[src/design/moxie_ex_params.svh]
`ifndef MOXIE_EX_PARAMS_SVH
`define MOXIE_EX_PARAMS_SVH

// Data path and address width
`define MOXIE_XLEN 32

// Register file size and index width
`define MOXIE_NREGS 16
`define MOXIE_RIDX_W 4

// Registers with a fixed role in calls and stack operations
`define MOXIE_SP_IDX 1
`define MOXIE_FP_IDX 0

// Halfword offset carried by conditional branches
`define MOXIE_OFS_W 10

`endif

[src/design/moxie_pkg.sv]
package moxie_pkg;

  // Decoded operations handled by the execute stage
  typedef enum logic [5:0] {
    OP_NOP  = 6'd0,
    OP_ADD  = 6'd1,
    OP_SUB  = 6'd2,
    OP_AND  = 6'd3,
    OP_OR   = 6'd4,
    OP_XOR  = 6'd5,
    OP_MOV  = 6'd6,
    OP_INC  = 6'd7,
    OP_DEC  = 6'd8,
    OP_LDI  = 6'd9,
    OP_CMP  = 6'd10,
    OP_BEQ  = 6'd11,
    OP_BNE  = 6'd12,
    OP_BLT  = 6'd13,
    OP_BGE  = 6'd14,
    OP_BLE  = 6'd15,
    OP_BGT  = 6'd16,
    OP_BLTU = 6'd17,
    OP_BGEU = 6'd18,
    OP_BLEU = 6'd19,
    OP_BGTU = 6'd20,
    OP_JMP  = 6'd21,
    OP_JMPA = 6'd22,
    OP_JSRA = 6'd23,
    OP_PUSH = 6'd24,
    OP_POP  = 6'd25,
    OP_STA  = 6'd26,
    OP_LDA  = 6'd27
  } opcode_e;

  // Flags left by CMP
  // The lt and gt flags come from signed compares
  typedef struct packed {
    logic eq;
    logic lt;
    logic gt;
    logic ltu;
    logic gtu;
  } cc_t;

  // Call sequencer state
  // The second cycle pushes the frame pointer
  typedef enum logic {
    EX_READY = 1'b0,
    EX_CALL2 = 1'b1
  } ex_state_e;

  // PC-relative branches, as opposed to absolute jumps
  function automatic logic is_cond_branch(input opcode_e op);
    return (op >= OP_BEQ) && (op <= OP_BGTU);
  endfunction

endpackage

[src/design/ex_rf_if.sv]
`timescale 1ns/1ns
`include "moxie_ex_params.svh"

interface ex_rf_if;

  // Combinational read side
  logic [`MOXIE_RIDX_W-1:0] rd_idx_a;
  logic [`MOXIE_RIDX_W-1:0] rd_idx_b;
  logic [`MOXIE_XLEN-1:0]   rd_data_a;
  logic [`MOXIE_XLEN-1:0]   rd_data_b;
  logic [`MOXIE_XLEN-1:0]   sp_data;
  logic [`MOXIE_XLEN-1:0]   fp_data;

  // Write side taken at the next rising edge
  logic                     wr_en_a;
  logic [`MOXIE_RIDX_W-1:0] wr_idx_a;
  logic [`MOXIE_XLEN-1:0]   wr_data_a;
  logic                     wr_en_b;
  logic [`MOXIE_RIDX_W-1:0] wr_idx_b;
  logic [`MOXIE_XLEN-1:0]   wr_data_b;

  modport rf_mp (
    input  rd_idx_a, rd_idx_b, wr_en_a, wr_idx_a, wr_data_a, wr_en_b, wr_idx_b, wr_data_b,
    output rd_data_a, rd_data_b, sp_data, fp_data
  );

  modport ex_mp (
    output rd_idx_a, rd_idx_b, wr_en_a, wr_idx_a, wr_data_a, wr_en_b, wr_idx_b, wr_data_b,
    input  rd_data_a, rd_data_b, sp_data, fp_data
  );

endinterface

[src/design/moxie_regfile.sv]
`timescale 1ns/1ns
`include "moxie_ex_params.svh"

module moxie_regfile (
  input  logic    clk_i,
  input  logic    rst_i,
  ex_rf_if.rf_mp  rf_i
);

  logic [`MOXIE_XLEN-1:0] regs [`MOXIE_NREGS];

  // Pending write data wins over the stored value with port a on top
  function automatic logic [`MOXIE_XLEN-1:0] rd_port(input logic [`MOXIE_RIDX_W-1:0] idx);
    logic [`MOXIE_XLEN-1:0] val;
    val = regs[idx];
    if (rf_i.wr_en_b && (rf_i.wr_idx_b == idx))
      val = rf_i.wr_data_b;
    if (rf_i.wr_en_a && (rf_i.wr_idx_a == idx))
      val = rf_i.wr_data_a;
    return val;
  endfunction

  always_comb
  begin
    rf_i.rd_data_a = rd_port(rf_i.rd_idx_a);
    rf_i.rd_data_b = rd_port(rf_i.rd_idx_b);
    // Dedicated pointer reads for the call sequence
    rf_i.sp_data   = rd_port(`MOXIE_RIDX_W'(`MOXIE_SP_IDX));
    rf_i.fp_data   = rd_port(`MOXIE_RIDX_W'(`MOXIE_FP_IDX));
  end

  always_ff @(posedge clk_i or posedge rst_i)
  begin
    if (rst_i)
    begin
      for (int i = 0; i < `MOXIE_NREGS; i++)
        regs[i] <= '0;
    end
    else
    begin
      if (rf_i.wr_en_b)
        regs[rf_i.wr_idx_b] <= rf_i.wr_data_b;
      // Port a is written last so it takes priority
      if (rf_i.wr_en_a)
        regs[rf_i.wr_idx_a] <= rf_i.wr_data_a;
    end
  end

  // The execute stage never aims both ports at one register
  a_wr_idx_distinct: assert property (@(posedge clk_i) disable iff (rst_i)
    (rf_i.wr_en_a && rf_i.wr_en_b) |-> (rf_i.wr_idx_a != rf_i.wr_idx_b))
    else $error("Both write ports target register %0d", rf_i.wr_idx_a);

endmodule

[src/design/moxie_branch_unit.sv]
`timescale 1ns/1ns
`include "moxie_ex_params.svh"

module moxie_branch_unit (
  input  logic                    clk_i,
  input  logic                    rst_i,
  input  moxie_pkg::opcode_e      op_i,
  input  logic [`MOXIE_XLEN-1:0]  a_i,
  input  logic [`MOXIE_XLEN-1:0]  b_i,
  input  logic [`MOXIE_XLEN-1:0]  pc_i,
  input  logic [`MOXIE_OFS_W-1:0] ofs_i,
  input  logic                    cc_write_i,
  output logic                    taken_o,
  output logic [`MOXIE_XLEN-1:0]  target_o
);

  import moxie_pkg::*;

  cc_t                    cc_q;
  cc_t                    cc_d;
  logic [`MOXIE_XLEN-1:0] rel_target;

  always_comb
  begin
    cc_d.eq  = (a_i == b_i);
    cc_d.lt  = ($signed(a_i) < $signed(b_i));
    cc_d.gt  = ($signed(a_i) > $signed(b_i));
    cc_d.ltu = (a_i < b_i);
    cc_d.gtu = (a_i > b_i);
  end

  // Flags persist until the next CMP
  always_ff @(posedge clk_i or posedge rst_i)
  begin
    if (rst_i)
      cc_q <= '0;
    else if (cc_write_i)
      cc_q <= cc_d;
  end

  always_comb
  begin
    case (op_i)
      OP_BEQ:          taken_o = cc_q.eq;
      OP_BNE:          taken_o = !cc_q.eq;
      OP_BLT:          taken_o = cc_q.lt;
      OP_BGE:          taken_o = cc_q.eq | cc_q.gt;
      OP_BLE:          taken_o = cc_q.eq | cc_q.lt;
      OP_BGT:          taken_o = cc_q.gt;
      OP_BLTU:         taken_o = cc_q.ltu;
      OP_BGEU:         taken_o = cc_q.eq | cc_q.gtu;
      OP_BLEU:         taken_o = cc_q.eq | cc_q.ltu;
      OP_BGTU:         taken_o = cc_q.gtu;
      OP_JMP, OP_JMPA: taken_o = 1'b1;
      default:         taken_o = 1'b0;
    endcase
  end

  // Offset counts halfwords from the end of the 2-byte branch
  assign rel_target = pc_i + `MOXIE_XLEN'd2
                    + {{(`MOXIE_XLEN - `MOXIE_OFS_W - 1){ofs_i[`MOXIE_OFS_W-1]}}, ofs_i, 1'b0};

  // Jumps take a_i, which carries the immediate for JMPA
  assign target_o = is_cond_branch(op_i) ? rel_target : a_i;

endmodule

[src/design/moxie_execute.sv]
`timescale 1ns/1ns
`include "moxie_ex_params.svh"

module moxie_execute (
  input  logic                     clk_i,
  input  logic                     rst_i,
  input  logic                     flush_i,
  input  moxie_pkg::opcode_e       op_i,
  input  logic [`MOXIE_RIDX_W-1:0] ra_i,
  input  logic [`MOXIE_RIDX_W-1:0] rb_i,
  input  logic [`MOXIE_RIDX_W-1:0] rd_i,
  input  logic [`MOXIE_XLEN-1:0]   operand_i,
  input  logic [`MOXIE_XLEN-1:0]   pc_i,
  input  logic [`MOXIE_OFS_W-1:0]  ofs_i,
  ex_rf_if.ex_mp                   rf_o,
  output moxie_pkg::opcode_e       br_op_o,
  output logic [`MOXIE_XLEN-1:0]   br_a_o,
  output logic [`MOXIE_XLEN-1:0]   br_b_o,
  output logic [`MOXIE_XLEN-1:0]   br_pc_o,
  output logic [`MOXIE_OFS_W-1:0]  br_ofs_o,
  output logic                     cc_write_o,
  input  logic                     br_taken_i,
  input  logic [`MOXIE_XLEN-1:0]   br_target_i,
  output logic                     wr_en_a_o,
  output logic [`MOXIE_RIDX_W-1:0] wr_idx_a_o,
  output logic [`MOXIE_XLEN-1:0]   wr_data_a_o,
  output logic                     wr_en_b_o,
  output logic [`MOXIE_RIDX_W-1:0] wr_idx_b_o,
  output logic [`MOXIE_XLEN-1:0]   wr_data_b_o,
  output logic                     mem_we_o,
  output logic                     mem_re_o,
  output logic [`MOXIE_XLEN-1:0]   mem_addr_o,
  output logic [`MOXIE_XLEN-1:0]   mem_data_o,
  output logic                     branch_o,
  output logic [`MOXIE_XLEN-1:0]   branch_target_o
);

  import moxie_pkg::*;

  ex_state_e                state_q;
  logic [`MOXIE_XLEN-1:0]   call_target_q;
  logic                     squash;
  logic                     issue;
  logic [`MOXIE_XLEN-1:0]   a;
  logic [`MOXIE_XLEN-1:0]   b;
  logic [`MOXIE_XLEN-1:0]   alu_res;
  logic                     wa_en_d, wb_en_d, mem_we_d, mem_re_d, branch_d;
  logic [`MOXIE_RIDX_W-1:0] wa_idx_d, wb_idx_d;
  logic [`MOXIE_XLEN-1:0]   wa_data_d, wb_data_d, mem_addr_d, mem_data_d, target_d;

  // Instruction after a taken branch, or under flush, has no effect
  assign squash = branch_o | flush_i;
  assign issue  = (state_q == EX_READY) && !squash;

  assign rf_o.rd_idx_a = ra_i;
  assign rf_o.rd_idx_b = rb_i;
  assign a = rf_o.rd_data_a;
  assign b = rf_o.rd_data_b;

  assign br_op_o    = op_i;
  assign br_a_o     = (op_i == OP_JMPA) ? operand_i : a;
  assign br_b_o     = b;
  assign br_pc_o    = pc_i;
  assign br_ofs_o   = ofs_i;
  assign cc_write_o = issue && (op_i == OP_CMP);

  always_comb
  begin
    case (op_i)
      OP_ADD:  alu_res = a + b;
      OP_SUB:  alu_res = a - b;
      OP_AND:  alu_res = a & b;
      OP_OR:   alu_res = a | b;
      OP_XOR:  alu_res = a ^ b;
      OP_MOV:  alu_res = b;
      OP_INC:  alu_res = a + operand_i;
      OP_DEC:  alu_res = a - operand_i;
      default: alu_res = operand_i;
    endcase
  end

  always_comb
  begin
    wa_en_d    = 1'b0;
    wa_idx_d   = rd_i;
    wa_data_d  = alu_res;
    wb_en_d    = 1'b0;
    wb_idx_d   = ra_i;
    wb_data_d  = a + `MOXIE_XLEN'd4;
    mem_we_d   = 1'b0;
    mem_re_d   = 1'b0;
    mem_addr_d = operand_i;
    mem_data_d = a;
    branch_d   = issue && br_taken_i;
    target_d   = br_target_i;
    if (state_q == EX_CALL2)
    begin
      // Second push of the call starts from the already decremented sp
      wa_en_d    = 1'b1;
      wa_idx_d   = `MOXIE_RIDX_W'(`MOXIE_SP_IDX);
      wa_data_d  = rf_o.sp_data - `MOXIE_XLEN'd4;
      mem_we_d   = 1'b1;
      mem_addr_d = rf_o.sp_data - `MOXIE_XLEN'd4;
      mem_data_d = rf_o.fp_data;
      branch_d   = 1'b1;
      target_d   = call_target_q;
    end
    else if (issue)
    begin
      case (op_i)
        OP_ADD, OP_SUB, OP_AND, OP_OR, OP_XOR, OP_MOV, OP_INC, OP_DEC, OP_LDI:
          wa_en_d = 1'b1;
        OP_PUSH:
        begin
          wa_en_d    = 1'b1;
          wa_idx_d   = ra_i;
          wa_data_d  = a - `MOXIE_XLEN'd4;
          mem_we_d   = 1'b1;
          mem_addr_d = a - `MOXIE_XLEN'd4;
          mem_data_d = b;
        end
        OP_POP:
        begin
          wb_en_d    = 1'b1;
          mem_re_d   = 1'b1;
          mem_addr_d = a;
        end
        OP_STA:  mem_we_d = 1'b1;
        OP_LDA:  mem_re_d = 1'b1;
        OP_JSRA:
        begin
          // Return address goes below the current sp
          wa_en_d    = 1'b1;
          wa_idx_d   = `MOXIE_RIDX_W'(`MOXIE_SP_IDX);
          wa_data_d  = rf_o.sp_data - `MOXIE_XLEN'd4;
          mem_we_d   = 1'b1;
          mem_addr_d = rf_o.sp_data - `MOXIE_XLEN'd4;
          mem_data_d = pc_i + `MOXIE_XLEN'd6;
        end
        default: ;
      endcase
    end
  end

  always_ff @(posedge clk_i or posedge rst_i)
  begin
    if (rst_i)
    begin
      state_q   <= EX_READY;
      wr_en_a_o <= 1'b0;
      wr_en_b_o <= 1'b0;
      mem_we_o  <= 1'b0;
      mem_re_o  <= 1'b0;
      branch_o  <= 1'b0;
    end
    else
    begin
      // CALL2 always completes once the first push is out
      state_q   <= (issue && (op_i == OP_JSRA)) ? EX_CALL2 : EX_READY;
      wr_en_a_o <= wa_en_d;
      wr_en_b_o <= wb_en_d;
      mem_we_o  <= mem_we_d;
      mem_re_o  <= mem_re_d;
      branch_o  <= branch_d;
    end
  end

  always_ff @(posedge clk_i)
  begin
    if (state_q == EX_READY)
      call_target_q <= operand_i;
    wr_idx_a_o      <= wa_idx_d;
    wr_data_a_o     <= wa_data_d;
    wr_idx_b_o      <= wb_idx_d;
    wr_data_b_o     <= wb_data_d;
    mem_addr_o      <= mem_addr_d;
    mem_data_o      <= mem_data_d;
    branch_target_o <= target_d;
  end

  // Registered strobes double as the register file write enables
  assign rf_o.wr_en_a   = wr_en_a_o;
  assign rf_o.wr_idx_a  = wr_idx_a_o;
  assign rf_o.wr_data_a = wr_data_a_o;
  assign rf_o.wr_en_b   = wr_en_b_o;
  assign rf_o.wr_idx_b  = wr_idx_b_o;
  assign rf_o.wr_data_b = wr_data_b_o;

  a_mem_excl: assert property (@(posedge clk_i) disable iff (rst_i)
    !(mem_we_o && mem_re_o))
    else $error("Store and load strobes high together");

  a_branch_shadow: assert property (@(posedge clk_i) disable iff (rst_i)
    branch_o |=> !(wr_en_a_o || wr_en_b_o || mem_we_o || mem_re_o || branch_o))
    else $error("Instruction in branch shadow was not squashed");

endmodule

[src/design/moxie_ex_top.sv]
`timescale 1ns/1ns
`include "moxie_ex_params.svh"

module moxie_ex_top (
  input  logic                     clk_i,
  input  logic                     rst_i,
  input  logic                     flush_i,
  input  moxie_pkg::opcode_e       op_i,
  input  logic [`MOXIE_RIDX_W-1:0] ra_i,
  input  logic [`MOXIE_RIDX_W-1:0] rb_i,
  input  logic [`MOXIE_RIDX_W-1:0] rd_i,
  input  logic [`MOXIE_XLEN-1:0]   operand_i,
  input  logic [`MOXIE_XLEN-1:0]   pc_i,
  input  logic [`MOXIE_OFS_W-1:0]  ofs_i,
  output logic                     wr_en_a_o,
  output logic [`MOXIE_RIDX_W-1:0] wr_idx_a_o,
  output logic [`MOXIE_XLEN-1:0]   wr_data_a_o,
  output logic                     wr_en_b_o,
  output logic [`MOXIE_RIDX_W-1:0] wr_idx_b_o,
  output logic [`MOXIE_XLEN-1:0]   wr_data_b_o,
  output logic                     mem_we_o,
  output logic                     mem_re_o,
  output logic [`MOXIE_XLEN-1:0]   mem_addr_o,
  output logic [`MOXIE_XLEN-1:0]   mem_data_o,
  output logic                     branch_o,
  output logic [`MOXIE_XLEN-1:0]   branch_target_o
);

  import moxie_pkg::*;

  opcode_e                 br_op;
  logic [`MOXIE_XLEN-1:0]  br_a, br_b, br_pc, br_target;
  logic [`MOXIE_OFS_W-1:0] br_ofs;
  logic                    cc_write, br_taken;

  ex_rf_if rf_bus ();

  moxie_execute i_moxie_execute (
    .clk_i, .rst_i, .flush_i, .op_i, .ra_i, .rb_i, .rd_i, .operand_i, .pc_i, .ofs_i,
    .rf_o        (rf_bus.ex_mp),
    .br_op_o     (br_op),
    .br_a_o      (br_a),
    .br_b_o      (br_b),
    .br_pc_o     (br_pc),
    .br_ofs_o    (br_ofs),
    .cc_write_o  (cc_write),
    .br_taken_i  (br_taken),
    .br_target_i (br_target),
    .wr_en_a_o, .wr_idx_a_o, .wr_data_a_o, .wr_en_b_o, .wr_idx_b_o, .wr_data_b_o,
    .mem_we_o, .mem_re_o, .mem_addr_o, .mem_data_o, .branch_o, .branch_target_o
  );

  moxie_branch_unit i_moxie_branch_unit (
    .clk_i, .rst_i,
    .op_i       (br_op),
    .a_i        (br_a),
    .b_i        (br_b),
    .pc_i       (br_pc),
    .ofs_i      (br_ofs),
    .cc_write_i (cc_write),
    .taken_o    (br_taken),
    .target_o   (br_target)
  );

  moxie_regfile i_moxie_regfile (
    .clk_i, .rst_i,
    .rf_i (rf_bus.rf_mp)
  );

endmodule

[config.mk]
export PLATFORM = sky130hd
export DESIGN_NAME = moxie_ex_top
export DESIGN_NICKNAME = d
export VERILOG_FILES = /design/src/design/moxie_pkg.sv /design/src/design/ex_rf_if.sv /design/src/design/moxie_regfile.sv /design/src/design/moxie_branch_unit.sv /design/src/design/moxie_execute.sv /design/src/design/moxie_ex_top.sv
export VERILOG_INCLUDE_DIRS = /design/src /design/src/design
export SDC_FILE = /design/constraint.sdc
export NUM_CORES = 2
export LEC_CHECK = 0
export ABC_AREA = 1
export ABC_CLOCK_PERIOD_IN_PS = 30600
export BUFFER_PORTS_ARGS = -buffer_cell sky130_fd_sc_hd__buf_2
export CAP_MARGIN = 20
export CORE_ASPECT_RATIO = 2
export CORE_MARGIN = 3
export CORE_UTILIZATION = 35
export CTS_BUF_LIST = sky130_fd_sc_hd__clkbuf_8
export DETAILED_ROUTE_END_ITERATION = 16
export GPL_TIMING_DRIVEN = 0
export PLACE_DENSITY = 0.56
export SYNTH_ARGS = -nofsm -noshare
export SYNTH_HDL_FRONTEND = slang
export SYNTH_SLANG_ARGS = --single-unit
[constraint.sdc]
create_clock -name clk_i -period 30.6 [get_ports clk_i]
set_input_delay 6.12 -clock clk_i [delete_from_list [all_inputs] [get_ports clk_i]]
set_output_delay 6.12 -clock clk_i [all_outputs]
set_load 0.1 [all_outputs]
==> results of run 1 <==
-- stage by stage --
| step | setup slack (ns) | instance area, um^2 |
|---|---|---|
| floorplan | 9.87 | 54700 |
| global placement | 1.37 | 58600 |
| detailed placement | 16.42 | 60400 |
| CTS | 17.37 | 63200 |
-- routing by layer --
layer	track usage (%)	overflow
met5	9.55	1
met4	69.5	179
met3	38.6	6
met2	88.0	174
met1	63.4	1
-- cell families after synthesis --
| kind of cell | share of synthesized area [%] |
|---|---|
| XOR/XNOR | 1.43 |
| buffers and inverters | 11.1 |
| flip-flops | 31.9 |
| AND/OR/NAND/NOR | 25.5 |
| adder cells (fa/ha/maj) | 4.58 |
| AO/OA/AOI/OAI | 25.6 |
==> qor.txt, run 1 <==
EDFF count, synth = 32
Library cells used by synthesis = 64
Syn Inst Count = 8,102
Root Buffer = clkbuf_8
Most common cell in the synthesized netlist = nand2_1
Post-CTS Hold Buffers = 0
RePlAce Congestion = 1.16
Synth area leader = dfrtp_1
CTS sink count = 723
Stopping stage = global routing (5_1_grt)
Placed insts = 10,540
Status = did not finish
First-pass GRT wire length = 730,000 um
Chip height = 565 um
Syn_nets = 8,396
Ys flop type = dfrtp_1
Vias in the first global route = 78,170
Syn. warnings = 0
CTS HTree Levels = 3
Total Routing Usage GR = 64.4%
IO Pins = 268
Share of the synthesized area in the top cell type = 23.9%
Average cell area after synthesis = 6.75 um^2
# rows = 204
Hpwl dp = 360,000 um
Register area share after synthesis = 31.9%
IO buf count = 265
Initial Utilization = 35.3%
Post-synth design cell area = 54,700 um^2
Stop err = [ERROR GRT-0116] Global routing finished with congestion. Check the congestion regions in the DRC Viewer.
Post CTS Setup Buffer Count = 0
Top cells by area, synth = dfrtp_1 (24%), nand2_1 (11%), o21ai_0 (8.6%)
Die Wd = 285 um
CTS Buffer Depth = 3
Largest net degree at the start of global routing = 114
Synth cell count leaders = nand2_1 (1,624), o21ai_0 (935), nand3_1 (824)
Total congestion overflow = 361
Ys async rst share = 72.3%
Flops & latches, synth = 723
CTS buffer count = 120
Post-CTS resize count = 0
==> run 2: changes to the inputs <==
--- a/config.mk
+++ b/config.mk
@@ -10,13 +10,11 @@
 export ABC_CLOCK_PERIOD_IN_PS = 30600
 export BUFFER_PORTS_ARGS = -buffer_cell sky130_fd_sc_hd__buf_2
 export CAP_MARGIN = 20
-export CORE_ASPECT_RATIO = 2
 export CORE_MARGIN = 3
-export CORE_UTILIZATION = 35
-export CTS_BUF_LIST = sky130_fd_sc_hd__clkbuf_8
+export CORE_UTILIZATION = 20
 export DETAILED_ROUTE_END_ITERATION = 16
 export GPL_TIMING_DRIVEN = 0
-export PLACE_DENSITY = 0.56
+export PLACE_DENSITY_LB_ADDON = 0.15
 export SYNTH_ARGS = -nofsm -noshare
 export SYNTH_HDL_FRONTEND = slang
 export SYNTH_SLANG_ARGS = --single-unit
==> run 2 against run 1 <==
  * The flow now finishes without violations
  * Area after synthesis did not move
  * Synthesized cell count did not move
==> qor.txt, run 2 <==
Final wirelength = 478,000 um
Setup crit start kind = primary input
Post-CTS Hold Buffers = 0 (unchanged)
Reg2Reg Depth = 25
Non-filler cells, final = 12,277
WHS Endpoint = i_moxie_execute.branch_target_o[6]
Nets = 8,883
Total congestion overflow = 0
Average cell area after synthesis = 6.75 um^2 (unchanged)
Commonest non-fill, non-tap cells in the layout = nand2_1 (1,624), o21ai_0 (934), nand3_1 (823), inv_1 (806), dfrtp_1 (523)
Post-synthesis mux area share = 0% (unchanged)
Share of the synthesized area in the top cell type = 23.9% (unchanged)
Area Overhead vs Synth = 21.0%
Syn. warnings = 0 (unchanged)
WP data required = 31.20 ns
Syn Inst Count = 8,102 (unchanged)
Initial antenna violation count = 39
Main combinational cell family by area after synthesis = compound AO/OA/AOI/OAI gates (unchanged)
Post-synth design cell area = 54,700 um^2 (unchanged)
Register with the most flip-flops = i_moxie_regfile.regs
DP Area = 62,400 um^2 (was 60,400 um^2)
Worst setup startpoint = rb_i[3]
Placed insts = 12,051 (was 10,540)
Ys flop type = dfrtp_1 (unchanged)
Total Routing Usage GR = 32.8%
Flops & latches, synth = 723 (unchanged)
Finished layout cell area = 66,200 um^2
CTS Buffer Depth = 3 (unchanged)
# rows = 191 (was 204)
Ys async rst share = 72.3% (unchanged)
Max Fclk = 0.0727 GHz
Met2 usage = 50.4%
Initial drt markers = 10,050
Initial DRT Pass Iterations = 10
CTS sink count = 723 (unchanged)
Largest net degree at the start of global routing = 97
Synth area leader = dfrtp_1 (unchanged)
Root Buffer = clkbuf_16 (was clkbuf_8)
CTS tree = done
GRT busiest layer = met2
IO Pins = 268 (unchanged)
Die Wd = 529 um (was 285 um)
Worst hold path depth = 2
Synth cell count leaders = nand2_1 (1,624), o21ai_0 (935), nand3_1 (824) (unchanged)
RePlAce Congestion = 1.04 (was 1.16)
Critical R2R Launch = i_moxie_execute.rf_o.wr_idx_b[3]
Vias = 69,554
Fin crit share = 44.9%
Post CTS Setup Buffer Count = 0 (unchanged)
DRC viols = 0
Slew HR = 9.78%
Core Footprint = 271,000 um^2
Status = finished, final reports clean (was did not finish)
Layout cell share with drive strength beyond 1 = 10.3%
Commonest non-fill, non-tap cell in the layout = nand2_1
GR Util met1 = 40.2%
P per Cell Area = 63.5 nW/um^2
Pre-CTS setup slack = 16.60 ns (was 16.42 ns)
R2R Path End = i_moxie_execute.rf_o.wr_data_a[30]
Chip height = 529 um (was 565 um)
Post-CTS resize count = 0 (unchanged)
Most common cell in the synthesized netlist = nand2_1 (unchanged)
Initial Utilization = 20.2% (was 35.3%)
Worst R2R Setup Slack = 22.42 ns
Compound-Gate Fraction of Synth Area = 25.6% (unchanged)
RSZ-0062 raised after global routing = false
Syn_nets = 8,396 (unchanged)
Top cells by area, synth = dfrtp_1 (24%), nand2_1 (11%), o21ai_0 (8.6%) (unchanged)
Synth Area in Adders = 4.58% (unchanged)
Register area share after synthesis = 31.9% (unchanged)
XOR/XNOR Fraction of Synth Area = 1.43% (unchanged)
Hold WS = 0.442 ns
Post-Synth Simple-Gate Area = 25.5% (unchanged)
Library cells used by synthesis = 64 (unchanged)
CTS HTree Levels = 3 (unchanged)
Kind of critical path = primary input to register
Max-slew violation count = 0
Critical hold path startpoint = i_moxie_execute.call_target_q[6]
Clk_lat worst skew = 0.83 ns
WL/cell = 38.9 um
Met3 usage = 8.50%
Max-Cap Viols = 0
Hold Path Class = register to register
Final setup skew = 0.0757 ns
Worst Path Max Fanout = 10
Clock transition at the registers of the reported paths = 0.06 ns
Total die area = 280,000 um^2
Max reg flops = 512
Worst setup margin = 16.85 ns
VDD IR-drop max = 0.0428 mV
Tightest Pin Transition = 1.35 ns
IO buf count = 265 (unchanged)
Vias in the first global route = 65,615
Hpwl dp = 374,000 um (was 360,000 um)
Tmin final = 13.75 ns
Pleak = 29.5 nW
CTS buffer count = 99 (was 120)
Post-route ant nets = 0
Worst EP arrival = 14.35 ns
Final Hold Fails = 0
Critical Path Sink Type = register
EDFF count, synth = 32 (unchanged)
Final setup viols = 0
Tot Pwr = 4.20 mW
Vias per inst = 5.67
First-pass GRT wire length = 620,000 um
-- run 2: cell counts after synthesis --
No cell type changed its count.
-- run 2: critical path: stages --
cell and delay (ns):
buf_2 0.15, inv_2 0.07, buf_4 0.29, buf_2 0.43
buf_1 0.98, nand3_1 0.15, nand3_1 0.14, nand3_1 0.45
a21oi_2 0.80, inv_1 0.27, nor2_1 0.30, nand4_1 0.13
nor4_1 0.70, nand3_1 0.61, xor2_1 0.30, nand2_1 0.08
nand2_1 0.10, ha_1 0.36, inv_1 0.08, nor3_1 0.33
and2_1 0.32, nand4_1 0.25, nand4_1 0.18, xor2_1 0.07
a211oi_1 0.39, o211ai_1 0.22
-- run 2: metal layers --
layer	vias to the layer above	wire, um
li1	28756	-
met1	34730	188000
met2	4849	207000
met3	1217	45000
met4	2	38500
met5	-	11
-- run 2: power breakdown --
group	switching, mW	internal [mW]
Combinational	1.22	0.366
Clock	0.556	0.776
Sequential	0.149	1.14
-- run 2: layout make-up --
type                       count  area [um^2]
buffer                       644         2910
inverter                     846         3190
sequential                   723        17400
clock inverter                41          577
clock buffer                 143         3030
multi-input combinational   5889        31200
antenna                       35         87.6
fill                       30459       205000
timing repair buffer         386         3290
tap                         3570         4470
-- run 2: cells by family (layout without fill, tap and decap cells) --
logic type               count (synthesis)  in the layout
other                                    0             35
adder cells (fa/ha/maj)                199            199
AND/OR/NAND/NOR                       3258           3258
flip-flops                             723            723
XOR/XNOR                                89             89
AO/OA/AOI/OAI                         2343           2343
buffers and inverters                 1490           2060
-- run 2: how the worst max path moves through the flow --
stage / to / slack [ns] / depth (start not counted)
2_1_floorplan: i_moxie_branch_unit.cc_q[0] / 9.87 / 1
3_3_place_gp: i_moxie_regfile.regs[191] / -0.57 / 2
3_5_place_dp: i_moxie_execute.rf_o.wr_data_a[30] / 16.60 / 26
4_1_cts: i_moxie_execute.rf_o.wr_data_a[30] / 17.38 / 26
5_1_grt: i_moxie_execute.rf_o.wr_data_a[30] / 17.09 / 26
6_report: i_moxie_execute.rf_o.wr_data_a[30] / 16.85 / 26
-- run 2: through the flow --
step / TNS [ns] / utilization [%]
2_1_floorplan: 0 / -
3_3_place_gp: -204.33 / 22.3
3_5_place_dp: 0 / 23.0
4_1_cts: 0 / 24.3
5_1_grt: 0 / 24.4
6_report: 0 / 24.4
Note: power is estimated with default switching activity, not from simulation.
